--- src/common/muldiv_pkg.sv ---
//////////////////////////////////////////////////////////////////////
// Shared types for the integer multiply/divide execute unit.
// Only 32-bit operation is supported; W-form instructions are absent.
// MUL_LATENCY must be at least 2 for the multiplier pipeline.
//////////////////////////////////////////////////////////////////////

package muldiv_pkg;

    localparam int XLEN        = 32;
    localparam int NUM_LANES   = 2;
    localparam int NUM_WARPS   = 4;
    localparam int NUM_REGS    = 32;
    localparam int MUL_LATENCY = 3;
    // One setup cycle followed by one iteration per operand bit
    localparam int DIV_CYCLES  = 33;

    localparam int WID_BITS = $clog2(NUM_WARPS);
    localparam int REG_BITS = $clog2(NUM_REGS);

    // Product half and operand signedness for the multiply class
    typedef enum logic [1:0] {
        MUL_LO  = 2'b00,
        MUL_HSS = 2'b01,
        MUL_HSU = 2'b10,
        MUL_HUU = 2'b11
    } mul_sel_e;

    typedef struct packed {
        logic     is_div;
        mul_sel_e sel;
    } mul_view_t;

    typedef struct packed {
        logic is_div;
        logic is_rem;
        logic is_unsigned;
    } div_view_t;

    // The funct3 field, read differently by the two datapaths
    typedef union packed {
        mul_view_t mul;
        div_view_t div;
    } muldiv_op_u;

    typedef logic [NUM_LANES-1:0][XLEN-1:0] lane_data_t;

    typedef struct packed {
        logic [WID_BITS-1:0]  wid;
        logic [NUM_LANES-1:0] tmask;
        logic [REG_BITS-1:0]  rd;
        logic                 wb;
        logic                 sop;
        logic                 eop;
    } muldiv_tag_t;

    typedef struct packed {
        muldiv_tag_t tag;
        muldiv_op_u  op;
        lane_data_t  rs1_data;
        lane_data_t  rs2_data;
    } muldiv_req_t;

    typedef struct packed {
        muldiv_tag_t tag;
        lane_data_t  data;
    } commit_rsp_t;

endpackage

--- src/rtl/commit_arbiter.sv ---
//////////////////////////////////////////////////////////////////////
// Two-input round-robin arbiter with a one-entry output register.
// Input 1 wins the first contested grant after reset.
// in_ready depends on in_valid of both inputs.
//////////////////////////////////////////////////////////////////////

`timescale 1ns/1ps

module commit_arbiter (
    input  logic                           clk,
    input  logic                           reset,
    input  logic [1:0]                     in_valid,
    output logic [1:0]                     in_ready,
    input  muldiv_pkg::commit_rsp_t [1:0]  in_rsp,
    output logic                           out_valid,
    input  logic                           out_ready,
    output muldiv_pkg::commit_rsp_t        out_rsp
);

    logic       can_load;
    logic       prio;
    logic [1:0] grant;

    muldiv_pkg::commit_rsp_t out_rsp_q;
    logic                    out_valid_q;

    assign can_load = !out_valid_q || out_ready;

    // prio set means input 1 wins when both request
    assign grant[0] = in_valid[0] && (!in_valid[1] || !prio);
    assign grant[1] = in_valid[1] && (!in_valid[0] || prio);

    assign in_ready = can_load ? grant : 2'b00;

    always_ff @(posedge clk) begin
        if (reset) begin
            out_valid_q <= 1'b0;
            prio        <= 1'b1;
        end else if (can_load) begin
            out_valid_q <= |in_valid;
            if (&in_valid) begin
                prio <= !prio;
            end
        end
    end

    always_ff @(posedge clk) begin
        if (can_load && (|in_valid)) begin
            out_rsp_q <= grant[1] ? in_rsp[1] : in_rsp[0];
        end
    end

    assign out_valid = out_valid_q;
    assign out_rsp   = out_rsp_q;

endmodule

--- config.mk ---
export PLATFORM = sky130hd
export DESIGN_NAME = commit_arbiter
export DESIGN_NICKNAME = d
export VERILOG_FILES = /design/src/common/muldiv_pkg.sv /design/src/rtl/commit_arbiter.sv
export SDC_FILE = /design/constraint.sdc
export NUM_CORES = 1
export LEC_CHECK = 0
export ABC_CLOCK_PERIOD_IN_PS = 6200
export BUFFER_PORTS_ARGS = -buffer_cell sky130_fd_sc_hd__clkbuf_2
export CORE_MARGIN = 1.5
export CORE_UTILIZATION = 42
export DETAILED_ROUTE_END_ITERATION = 16
export PLACE_DENSITY_LB_ADDON = 0.12
export SKIP_CTS_REPAIR_TIMING = 1
export SYNTH_ARGS = -nofsm -noshare
export SYNTH_HDL_FRONTEND = slang
export SYNTH_SLANG_ARGS = --single-unit
--- constraint.sdc ---
create_clock -name clk -period 6.2 [get_ports clk]
set_input_delay 1.55 -clock clk [delete_from_list [all_inputs] [get_ports clk]]
set_output_delay 1.55 -clock clk [all_outputs]
set_load 0.01 [all_outputs]
==> results.ini <==
[status]
status=complete, no violations

[hold_path]
min_from=prio$_SDFFE_PP1P_
hp-class=register to register

[critical_path]
slowest_stage=nor2b_1
critPathKind=input port to output pin
crit_top_cell=clkbuf_2
cp_slowest_stage_delay_ns=0.41
startpoint=out_ready
cp.buffers_inverters=2
r2r-start=out_valid$_SDFFE_PP0P_
crit_arrival_ns=2.29
crit_path_max_fanout=6
worstPathRequired_ns=4.65
crit_chain=clkbuf_2 -> nor2b_1 -> a211oi_1 -> clkbuf_2
cp-end-kind=output pin
path_delay_family=simple AND/OR/NAND/NOR gates
cp-start-kind=input port

[sta]
maxSlewViolCount=0
fin_setup_tns_ns=0
slew_headroom=0.2968
final_hold_viol_count=0
clock-skew-final_ns=0.006667
fmax_ghz=0.2607
tightestPinTransition_ns=1.055
layout_min_cycle_time_ns=3.836
fin_crit_sh=0.6188
finalSetupViolations=0
rsz0062_at_grt=false

[cells_and_area]
antennaDiodeCount=0
seq_area_mm2=0.002322
drive_gt1_frac=0.7833
layoutNonFillerInstCount=522
num-fill-cells=632
area_growth_pct=41.86
fin_nets=572
multiInputGateArea_mm2=0.001045
final_core_util=0.6236
finalInstanceArea_mm2=0.004893

[global_routing]
grt_max_degree=77
grt.overflow.total=0
groute.usage.overall=0.1735
grt_pass1_vias=2315
antenna_found_initial=0
grt_pass1_wl_um=11140

[synth]
synth_seq_cells=78
syn_nets=332
post_synth.cell_area_avg_um2=19.71
synth.top_cells.by_area=edfxtp_1 (66%), mux2_2 (15%), mux2_4 (13%)
syn_inst=175
ys_seq_area_frac=0.6732
synth.largest_area_cell=edfxtp_1
synth_area_mm2=0.003450
synth-warning-count=0
synth_top_cell_area_share=0.6616
synth_cell_types=16

[clocking]
cts_buffer_depth=2
cts.clk_slew.worst_paths_ns=0.07
htree_levels=3
cts_num_sinks=78
root_buffer=clkbuf_8
clock_latency_ns=0.33
cts_buffers=9
cts_tree=built

[die]
coreArea_mm2=0.007848
initial_utilization=0.4396
die-height_um=93.63
dieArea_mm2=0.008766
io_pins=236
num_rows=32
die_x_um=93.63

[power_and_ir_drop]
power.density_mw_per_mm2=258.9
switching_power_uw=283.3
vdd_drop_max_mv=0.1342
p_comb_frac=0.175
pwr-share-clk=0.308
power_switching_share=0.2236
seqPwrFrac=0.517
power.leakage_nw=2.317
p_int_uw=983.6

[drt]
drtIter0Drc=46
routed_via_density=4.600
drc=0
first_pass_iters=4
wl_per_cell_um=14.72
drtAntennaViolNets=0
routed_wl_um=7682
vias=2401

[placed_design]
io_buffer_count=235
dpl.hpwl_um=6084
dp_cells=506
place_area_mm2=0.004690
globalplace.congestion=0.8638

[run]
cap_violations=0

-- final cells by class --
cell class                      count  area share
Clock buffer                       10     0.02608
Clock inverter                      6     0.01560
Inverter                            1   0.0007671
Multi-Input combinational cell     88      0.2135
Sequential cell                    78      0.4746
Tap cell                          102     0.02608
Timing Repair Buffer              237      0.2434
-- registers in the layout (all words and copies together), names as in the netlist --
signal / cells
prio: 1
out_valid: 1
out_rsp: 76
-- final timing paths --
path	slack, ns	endpoint	cells after the start
worst min-delay path	0.69	prio$_SDFFE_PP1P_	2
worst min register to register	0.69	prio$_SDFFE_PP1P_	2
worst max-delay path	2.36	in_ready[0]	4
worst max register to register	3.97	out_rsp[9]$_DFFE_PP_	3
-- cells in the mapped netlist --
cell	count
a211oi_1	1
buf_4	4
buf_6	1
buf_8	3
dfxtp_1	2
edfxtp_1	76
inv_2	1
mux2_2	47
mux2_4	29
nand2_1	1
nor2_1	4
nor2b_1	1
nor3_1	2
o21ai_0	1
o21ai_4	1
or3b_2	1
-- worst reg2reg max path, stage by stage, from the launching register on --
cell and delay (ns):
dfxtp_1 0.32, nor2b_1 0.21, nor2_4 0.69, buf_4 0.63
-- logic make-up after synthesis --
| logic type | synth area share |
|---|---|
| flops | 0.6732 |
| mux | 0.2797 |
| simple gates | 0.01269 |
| buf+inv | 0.02611 |
| compound gates | 0.008343 |
-- through the flow --
| stage | power, mW | hold slack, ns | worst slack, ns |
|---|---|---|---|
| finish | 1.267 | 0.6884 | 2.364 |
| global route | 1.322 | 0.7609 | 2.319 |
| CTS | 1.283 | 0.6888 | 2.385 |
| detailed placement | 0.8929 | 0.6792 | 2.383 |
| global placement | 0.8864 | 0.6886 | 2.453 |
| floorplan | 0.7881 | 0.6384 | 0.8663 |
-- placed cells by master (no fill, tap or decap) --
cell,n
clkbuf_2,235
edfxtp_1,76
mux2_2,47
mux2_4,29
clkbuf_8,9
nor2_1,3
clkinv_1,3
nor3_1,2
bufinv_16,2
dfxtp_1,2
buf_4,2
inv_2,1
o21ai_4,1
nor2b_1,1
a211oi_1,1
nor2_4,1
nand2_1,1
o21ai_0,1
or3b_2,1
clkinv_2,1
clkbuf_1,1
-- per-layer routing --
| layer | share of wire | vias up | track usage |
|---|---|---|---|
| met3 | 0.091 | 20 | 0.04959 |
| met4 | 0.031 | 0 | 0.09577 |
| met2 | 0.53 | 143 | 0.3104 |
| met1 | 0.34 | 1077 | 0.1817 |
| li1 | - | 1161 | - |
| met5 | 0 | - | 0 |
-- power by group through the flow --
stage	sequential [mW]	clock, mW	combinational, mW
after floorplan	0.697	0	0.0906
after global placement	0.665	0	0.222
after detailed placement	0.667	0	0.225
after CTS	0.656	0.401	0.226
after global routing	0.660	0.422	0.241
final	0.655	0.390	0.222
Power figures use the tool's default switching activity.
