===== src/common/muldiv_pkg.sv =====
//////////////////////////////////////////////////////////////////////
// Shared types for the integer multiply/divide execute unit.
// Only 32-bit operation is supported; W-form instructions are absent.
// MUL_LATENCY must be at least 2 for the multiplier pipeline.
//////////////////////////////////////////////////////////////////////

package muldiv_pkg;

    localparam int XLEN        = 32;
    localparam int NUM_LANES   = 2;
    localparam int NUM_WARPS   = 4;
    localparam int NUM_REGS    = 32;
    localparam int MUL_LATENCY = 3;
    // One setup cycle followed by one iteration per operand bit
    localparam int DIV_CYCLES  = 33;

    localparam int WID_BITS = $clog2(NUM_WARPS);
    localparam int REG_BITS = $clog2(NUM_REGS);

    // Product half and operand signedness for the multiply class
    typedef enum logic [1:0] {
        MUL_LO  = 2'b00,
        MUL_HSS = 2'b01,
        MUL_HSU = 2'b10,
        MUL_HUU = 2'b11
    } mul_sel_e;

    typedef struct packed {
        logic     is_div;
        mul_sel_e sel;
    } mul_view_t;

    typedef struct packed {
        logic is_div;
        logic is_rem;
        logic is_unsigned;
    } div_view_t;

    // The funct3 field, read differently by the two datapaths
    typedef union packed {
        mul_view_t mul;
        div_view_t div;
    } muldiv_op_u;

    typedef logic [NUM_LANES-1:0][XLEN-1:0] lane_data_t;

    typedef struct packed {
        logic [WID_BITS-1:0]  wid;
        logic [NUM_LANES-1:0] tmask;
        logic [REG_BITS-1:0]  rd;
        logic                 wb;
        logic                 sop;
        logic                 eop;
    } muldiv_tag_t;

    typedef struct packed {
        muldiv_tag_t tag;
        muldiv_op_u  op;
        lane_data_t  rs1_data;
        lane_data_t  rs2_data;
    } muldiv_req_t;

    typedef struct packed {
        muldiv_tag_t tag;
        lane_data_t  data;
    } commit_rsp_t;

endpackage


===== src/divider/serial_divider.sv =====
//////////////////////////////////////////////////////////////////////
// Restoring divider, one request at a time, all lanes in lockstep.
// Takes DIV_CYCLES from accept to result; the result is held until
// it is taken, and no new request is accepted meanwhile.
// Divide by zero and signed overflow follow the RISC-V M rules.
//////////////////////////////////////////////////////////////////////

`timescale 1ns/1ps

module serial_divider (
    input  logic                     clk,
    input  logic                     reset,
    input  logic                     in_valid,
    output logic                     in_ready,
    input  muldiv_pkg::muldiv_req_t  req,
    output logic                     out_valid,
    input  logic                     out_ready,
    output muldiv_pkg::commit_rsp_t  rsp
);

    localparam int XW     = muldiv_pkg::XLEN;
    localparam int LANES  = muldiv_pkg::NUM_LANES;
    localparam int CNT_W  = $clog2(muldiv_pkg::DIV_CYCLES);
    localparam int FIX_AT = muldiv_pkg::DIV_CYCLES - 1;

    logic             busy;
    logic             full;
    logic [CNT_W-1:0] cnt;
    logic             accept;
    logic             fixup;
    logic             is_signed;

    muldiv_pkg::muldiv_tag_t tag_q;
    logic                    rem_sel_q;
    muldiv_pkg::lane_data_t  result_q;

    logic [LANES-1:0][XW-1:0] rem_q;
    logic [LANES-1:0][XW-1:0] quo_q;
    logic [LANES-1:0][XW-1:0] den_q;
    logic [LANES-1:0]         q_neg_q;
    logic [LANES-1:0]         r_neg_q;

    logic [LANES-1:0][XW-1:0] mag_a;
    logic [LANES-1:0][XW-1:0] mag_b;
    logic [LANES-1:0][XW:0]   shifted;
    logic [LANES-1:0][XW:0]   diff;
    logic [LANES-1:0]         take;
    logic [LANES-1:0][XW-1:0] rem_nxt;
    logic [LANES-1:0][XW-1:0] quo_nxt;
    logic [LANES-1:0][XW-1:0] rem_fix;
    logic [LANES-1:0][XW-1:0] quo_fix;

    assign in_ready  = !busy && !full;
    assign accept    = in_valid && in_ready;
    assign fixup     = busy && (cnt == CNT_W'(FIX_AT));
    assign is_signed = !req.op.div.is_unsigned;

    always_comb begin
        for (int i = 0; i < LANES; i++) begin
            mag_a[i] = (is_signed && req.rs1_data[i][XW-1]) ? -req.rs1_data[i]
                                                            : req.rs1_data[i];
            mag_b[i] = (is_signed && req.rs2_data[i][XW-1]) ? -req.rs2_data[i]
                                                            : req.rs2_data[i];

            // One restoring step: bring in the next dividend bit and try to subtract
            shifted[i] = {rem_q[i], quo_q[i][XW-1]};
            diff[i]    = shifted[i] - {1'b0, den_q[i]};
            take[i]    = (shifted[i] >= {1'b0, den_q[i]});
            rem_nxt[i] = take[i] ? diff[i][XW-1:0] : shifted[i][XW-1:0];
            quo_nxt[i] = {quo_q[i][XW-2:0], take[i]};

            quo_fix[i] = q_neg_q[i] ? -quo_q[i] : quo_q[i];
            rem_fix[i] = r_neg_q[i] ? -rem_q[i] : rem_q[i];
        end
    end

    always_ff @(posedge clk) begin
        if (reset) begin
            busy <= 1'b0;
            full <= 1'b0;
            cnt  <= '0;
        end else begin
            if (full && out_ready) begin
                full <= 1'b0;
            end
            if (accept) begin
                busy <= 1'b1;
                cnt  <= '0;
            end else if (fixup) begin
                busy <= 1'b0;
                full <= 1'b1;
            end else if (busy) begin
                cnt <= cnt + 1'b1;
            end
        end
    end

    always_ff @(posedge clk) begin
        if (accept) begin
            tag_q     <= req.tag;
            rem_sel_q <= req.op.div.is_rem;
            for (int i = 0; i < LANES; i++) begin
                quo_q[i] <= mag_a[i];
                den_q[i] <= mag_b[i];
                rem_q[i] <= '0;
                // A zero divisor leaves the all-ones quotient magnitude unsigned
                q_neg_q[i] <= is_signed && (req.rs1_data[i][XW-1] ^ req.rs2_data[i][XW-1])
                              && (req.rs2_data[i] != '0);
                r_neg_q[i] <= is_signed && req.rs1_data[i][XW-1];
            end
        end else if (fixup) begin
            // MIN / -1 needs no special case: the negated magnitude wraps back to MIN
            for (int i = 0; i < LANES; i++) begin
                result_q[i] <= rem_sel_q ? rem_fix[i] : quo_fix[i];
            end
        end else if (busy) begin
            rem_q <= rem_nxt;
            quo_q <= quo_nxt;
        end
    end

    assign out_valid = full;
    assign rsp.tag   = tag_q;
    assign rsp.data  = result_q;

endmodule


===== config.mk =====
export PLATFORM = sky130hd
export DESIGN_NAME = serial_divider
export DESIGN_NICKNAME = d
export VERILOG_FILES = /design/src/common/muldiv_pkg.sv /design/src/divider/serial_divider.sv
export SDC_FILE = /design/constraint.sdc
export NUM_CORES = 1
export LEC_CHECK = 0
export BUFFER_PORTS_ARGS = -buffer_cell sky130_fd_sc_hd__buf_2
export CAP_MARGIN = 25
export CORE_ASPECT_RATIO = 0.8
export CORE_UTILIZATION = 52
export CTS_CLUSTER_DIAMETER = 40
export DETAILED_ROUTE_END_ITERATION = 7
export PLACE_DENSITY = 0.72
export RECOVER_POWER = 50
export SETUP_SLACK_MARGIN = 0.15
export SLEW_MARGIN = 15
export SYNTH_ARGS = -nofsm -noshare
export SYNTH_HDL_FRONTEND = slang
export SYNTH_SLANG_ARGS = --single-unit

===== constraint.sdc =====
create_clock -name clk -period 6.25 [get_ports clk]
set_clock_uncertainty 0.2 [all_clocks]
set_input_delay 0.625 -clock clk [delete_from_list [all_inputs] [get_ports clk]]
set_output_delay 0.625 -clock clk [all_outputs]
set_load 0.005 [all_outputs]

==> results_dict.tcl <==
set metrics [dict create \
    ys_types 69 \
    setup-tns-final_ps 0 \
    maxSlewViolCount 267 \
    die_area_sq_um 37900 \
    yosys.area.top_type "edfxtp_1" \
    cp_max_fo 84 \
    antenna_cells 0 \
    cp.arrival_ps 4900 \
    final.min_clock_period_ps 4950 \
    yosys_most_used_dff "edfxtp_1" \
    postCtsHoldBufs 0 \
    row_count 62 \
    ir_drop_mv 0.260 \
    crit_chain "clkbuf_1 > clkbuf_1 > o21ai_0" \
    path_clk_slew_ps 60 \
    swShare_pct 40.3 \
    wl_per_cell_um 18.0 \
    final_util_pct 61.4 \
    critical-path-max-stage-delay_ps 2250 \
    finalNonFillerCells 2867 \
    p_per_area_nw_per_um2 444 \
    drive_gt1_share_pct 12.8 \
    root_buffer "clkbuf_16" \
    syn_avg_cell_area_sq_um 8.88 \
    busiest_layer "met2" \
    die_h_um 174 \
    clock_path_buffers 3 \
    setup.worst_path.class "register to register" \
    num_vias 16864 \
    start_util_pct 53.4 \
    yosys-top-cells-count "nand2_1 (252), o21ai_0 (223), edfxtp_1 (209)" \
    crit_buf_inv 2 \
    h-tree-depth 2 \
    r2r_slack_ps 1300 \
    ys_warn_count 0 \
    cp-end-kind "register" \
    pwr-share-seq_pct 30.0 \
    yosysMostFrequentCell "nand2_1" \
    grt_pass1_wl_um 81700 \
    synth_edf_count 209 \
    placed_area_sq_um 20800 \
    combPwrFrac_pct 44.3 \
    yosysTopAreaCellShare_pct 32.5 \
    cts_tree "yes" \
    violations "capacitance limit, slew limit" \
    power_leakage_nw 8.90 \
    antenna_found_initial 1 \
    grt_usage_pct 26.6 \
    crit_top_cell "clkbuf_1" \
    synth_area_sq_um 19300 \
    path_delay_family "buffers and inverters" \
    intPower_w 0.00590 \
    portBuffers 223 \
    dp.cells 2787 \
    cts.sinks 281 \
    rsz0062_at_grt "false" \
    crit_path_start_kind "register" \
    ys_seq_elements 281 \
    clock_latency_ps 540 \
    cts_setup_buffers 0 \
    nFillCells 3169 \
    timing.final.crit_share_pct 79.2 \
    async_flop_share_pct 0 \
    cts_resized 0 \
    finalWirelength_um 51600 \
    met3_usage_pct 3.20 \
    whs_path_depth 1 \
    outcome "finished with violations" \
    p_sw_w 0.00398 \
    clock_power_share_pct 25.7 \
    tightest_slew_ps 3070 \
    ios 225 \
    crit_slowest_cell "clkbuf_1" \
    synth_area_leaders "edfxtp_1 (32%), dfxtp_1 (7.5%), xnor2_1 (6.8%)" \
    hold_class "primary input to register" \
    met1_usage_pct 34.0 \
    max_freq_ghz 0.202 \
    drc 0 \
    fin_nets 2576 \
    grtUsageMet2_pct 46.5 \
    netlist_instances 2177 \
    reg2regPathDepth 3 \
    hold_viol 0 \
    stdcell_area_sq_um 22200 \
    worstPathRequired_ps 6200 \
    slew_headroom_pct -105 \
    cp.depth 3 \
    core_area_sq_um 36200 \
    syn_to_final_growth_pct 15.1 \
    antenna_left 0 \
    syn_nets 2400 \
    grt_pass1_vias 15970 \
    numCtsBuffers 42 \
    total_power_w 0.00988 \
    ys_seq_area_share_pct 39.9 \
    grt_max_degree 128 \
    via_per_inst 5.88 \
    place.gp.congestion 0.928 \
    setup_viol 0 \
    first_pass_iters 5 \
    maxCapViolCount 5 \
    grt.overflow.total 0 \
    hpwl_um 38100 \
    die_w_um 218 \
    drtIter0Drc 1350 \
]
==> logic make-up after synthesis <==
kind of cell	synth area share, %
compound gates	18.6
xor+xnor	13.3
fa+ha+maj	5.00
buf+inv	4.34
flops	39.9
mux	2.03
simple gates	16.8
==> final cells by class <==
cell class | count | area, sq um | share of cell area (%)
multi-input combinational | 1676 | 10800 | 48.5
sequential | 281 | 7720 | 34.7
timing repair buffer | 236 | 1170 | 5.25
clock inverter | 24 | 323 | 1.45
clock buffer | 54 | 1200 | 5.40
inverter | 116 | 438 | 1.97
tap | 480 | 601 | 2.70
==> final timing paths <==
check | start | to
setup / recovery | rem_sel_q | rsp[15]
hold / removal | req[129] | rem_sel_q
setup reg to reg | rem_sel_q | rsp[15]
hold reg to reg | cnt[1] | cnt[1]
==> power groups by stage <==
stage	Sequential (W)	Combinational [W]	Clock, W
after floorplan	0.00277	0.00342	0
after global placement	0.00297	0.00422	0
after detailed placement	0.00299	0.00430	0
after CTS	0.00295	0.00435	0.00258
after global routing	0.00300	0.00484	0.00266
final	0.00296	0.00438	0.00254
==> per-layer routing <==
metal  up-vias  wire length, um
li1       8239                -
met1      8046            21800
met2       480            25900
met3        99             2400
met4         0             1490
met5         -                0
==> flip-flops by register name (all words and copies together) (netlist names) <==
name / flops
busy: 1
cnt: 6
den_q: 64
out_valid: 1
q_neg_q: 2
quo_nxt: 62
quo_q: 2
r_neg_q: 2
rem_q: 64
rem_sel_q: 1
rsp: 76
==> per-stage QoR <==
| stage | worst slack, ps | hold slack [ps] |
|---|---|---|
| global placement | 2090 | 285 |
| finish | 1300 | 58.6 |
| floorplan | 1220 | 265 |
| global route | 925 | 45.4 |
| detailed placement | 2030 | 293 |
| CTS | 2000 | 42.2 |
==> cells in the final DEF (no fill, tap or decap), drive strengths merged, types with 7 or more instances in the layout <==
| master | instances |
|---|---|
| nand2 | 252 |
| o21ai | 225 |
| edfxtp | 209 |
| buf | 196 |
| a21oi | 166 |
| xnor2 | 150 |
| nor2 | 149 |
| xor2 | 143 |
| inv | 123 |
| clkbuf | 94 |
| ha | 74 |
| dfxtp | 72 |
| o31ai | 55 |
| nand3 | 46 |
| mux2i | 38 |
| nor3 | 37 |
| nand2b | 32 |
| or4 | 32 |
| nor4 | 31 |
| o41ai | 27 |
| a21o | 24 |
| or3 | 23 |
| nand4 | 18 |
| a31oi | 17 |
| a32oi | 17 |
| and3 | 12 |
| nor2b | 12 |
| a211oi | 12 |
| or2 | 9 |
| o311ai | 9 |
| o211ai | 8 |
| and2 | 8 |
| nand3b | 7 |
| o21bai | 7 |
| clkinv | 7 |
No activity file was read; power rests on OpenSTA's default activity.
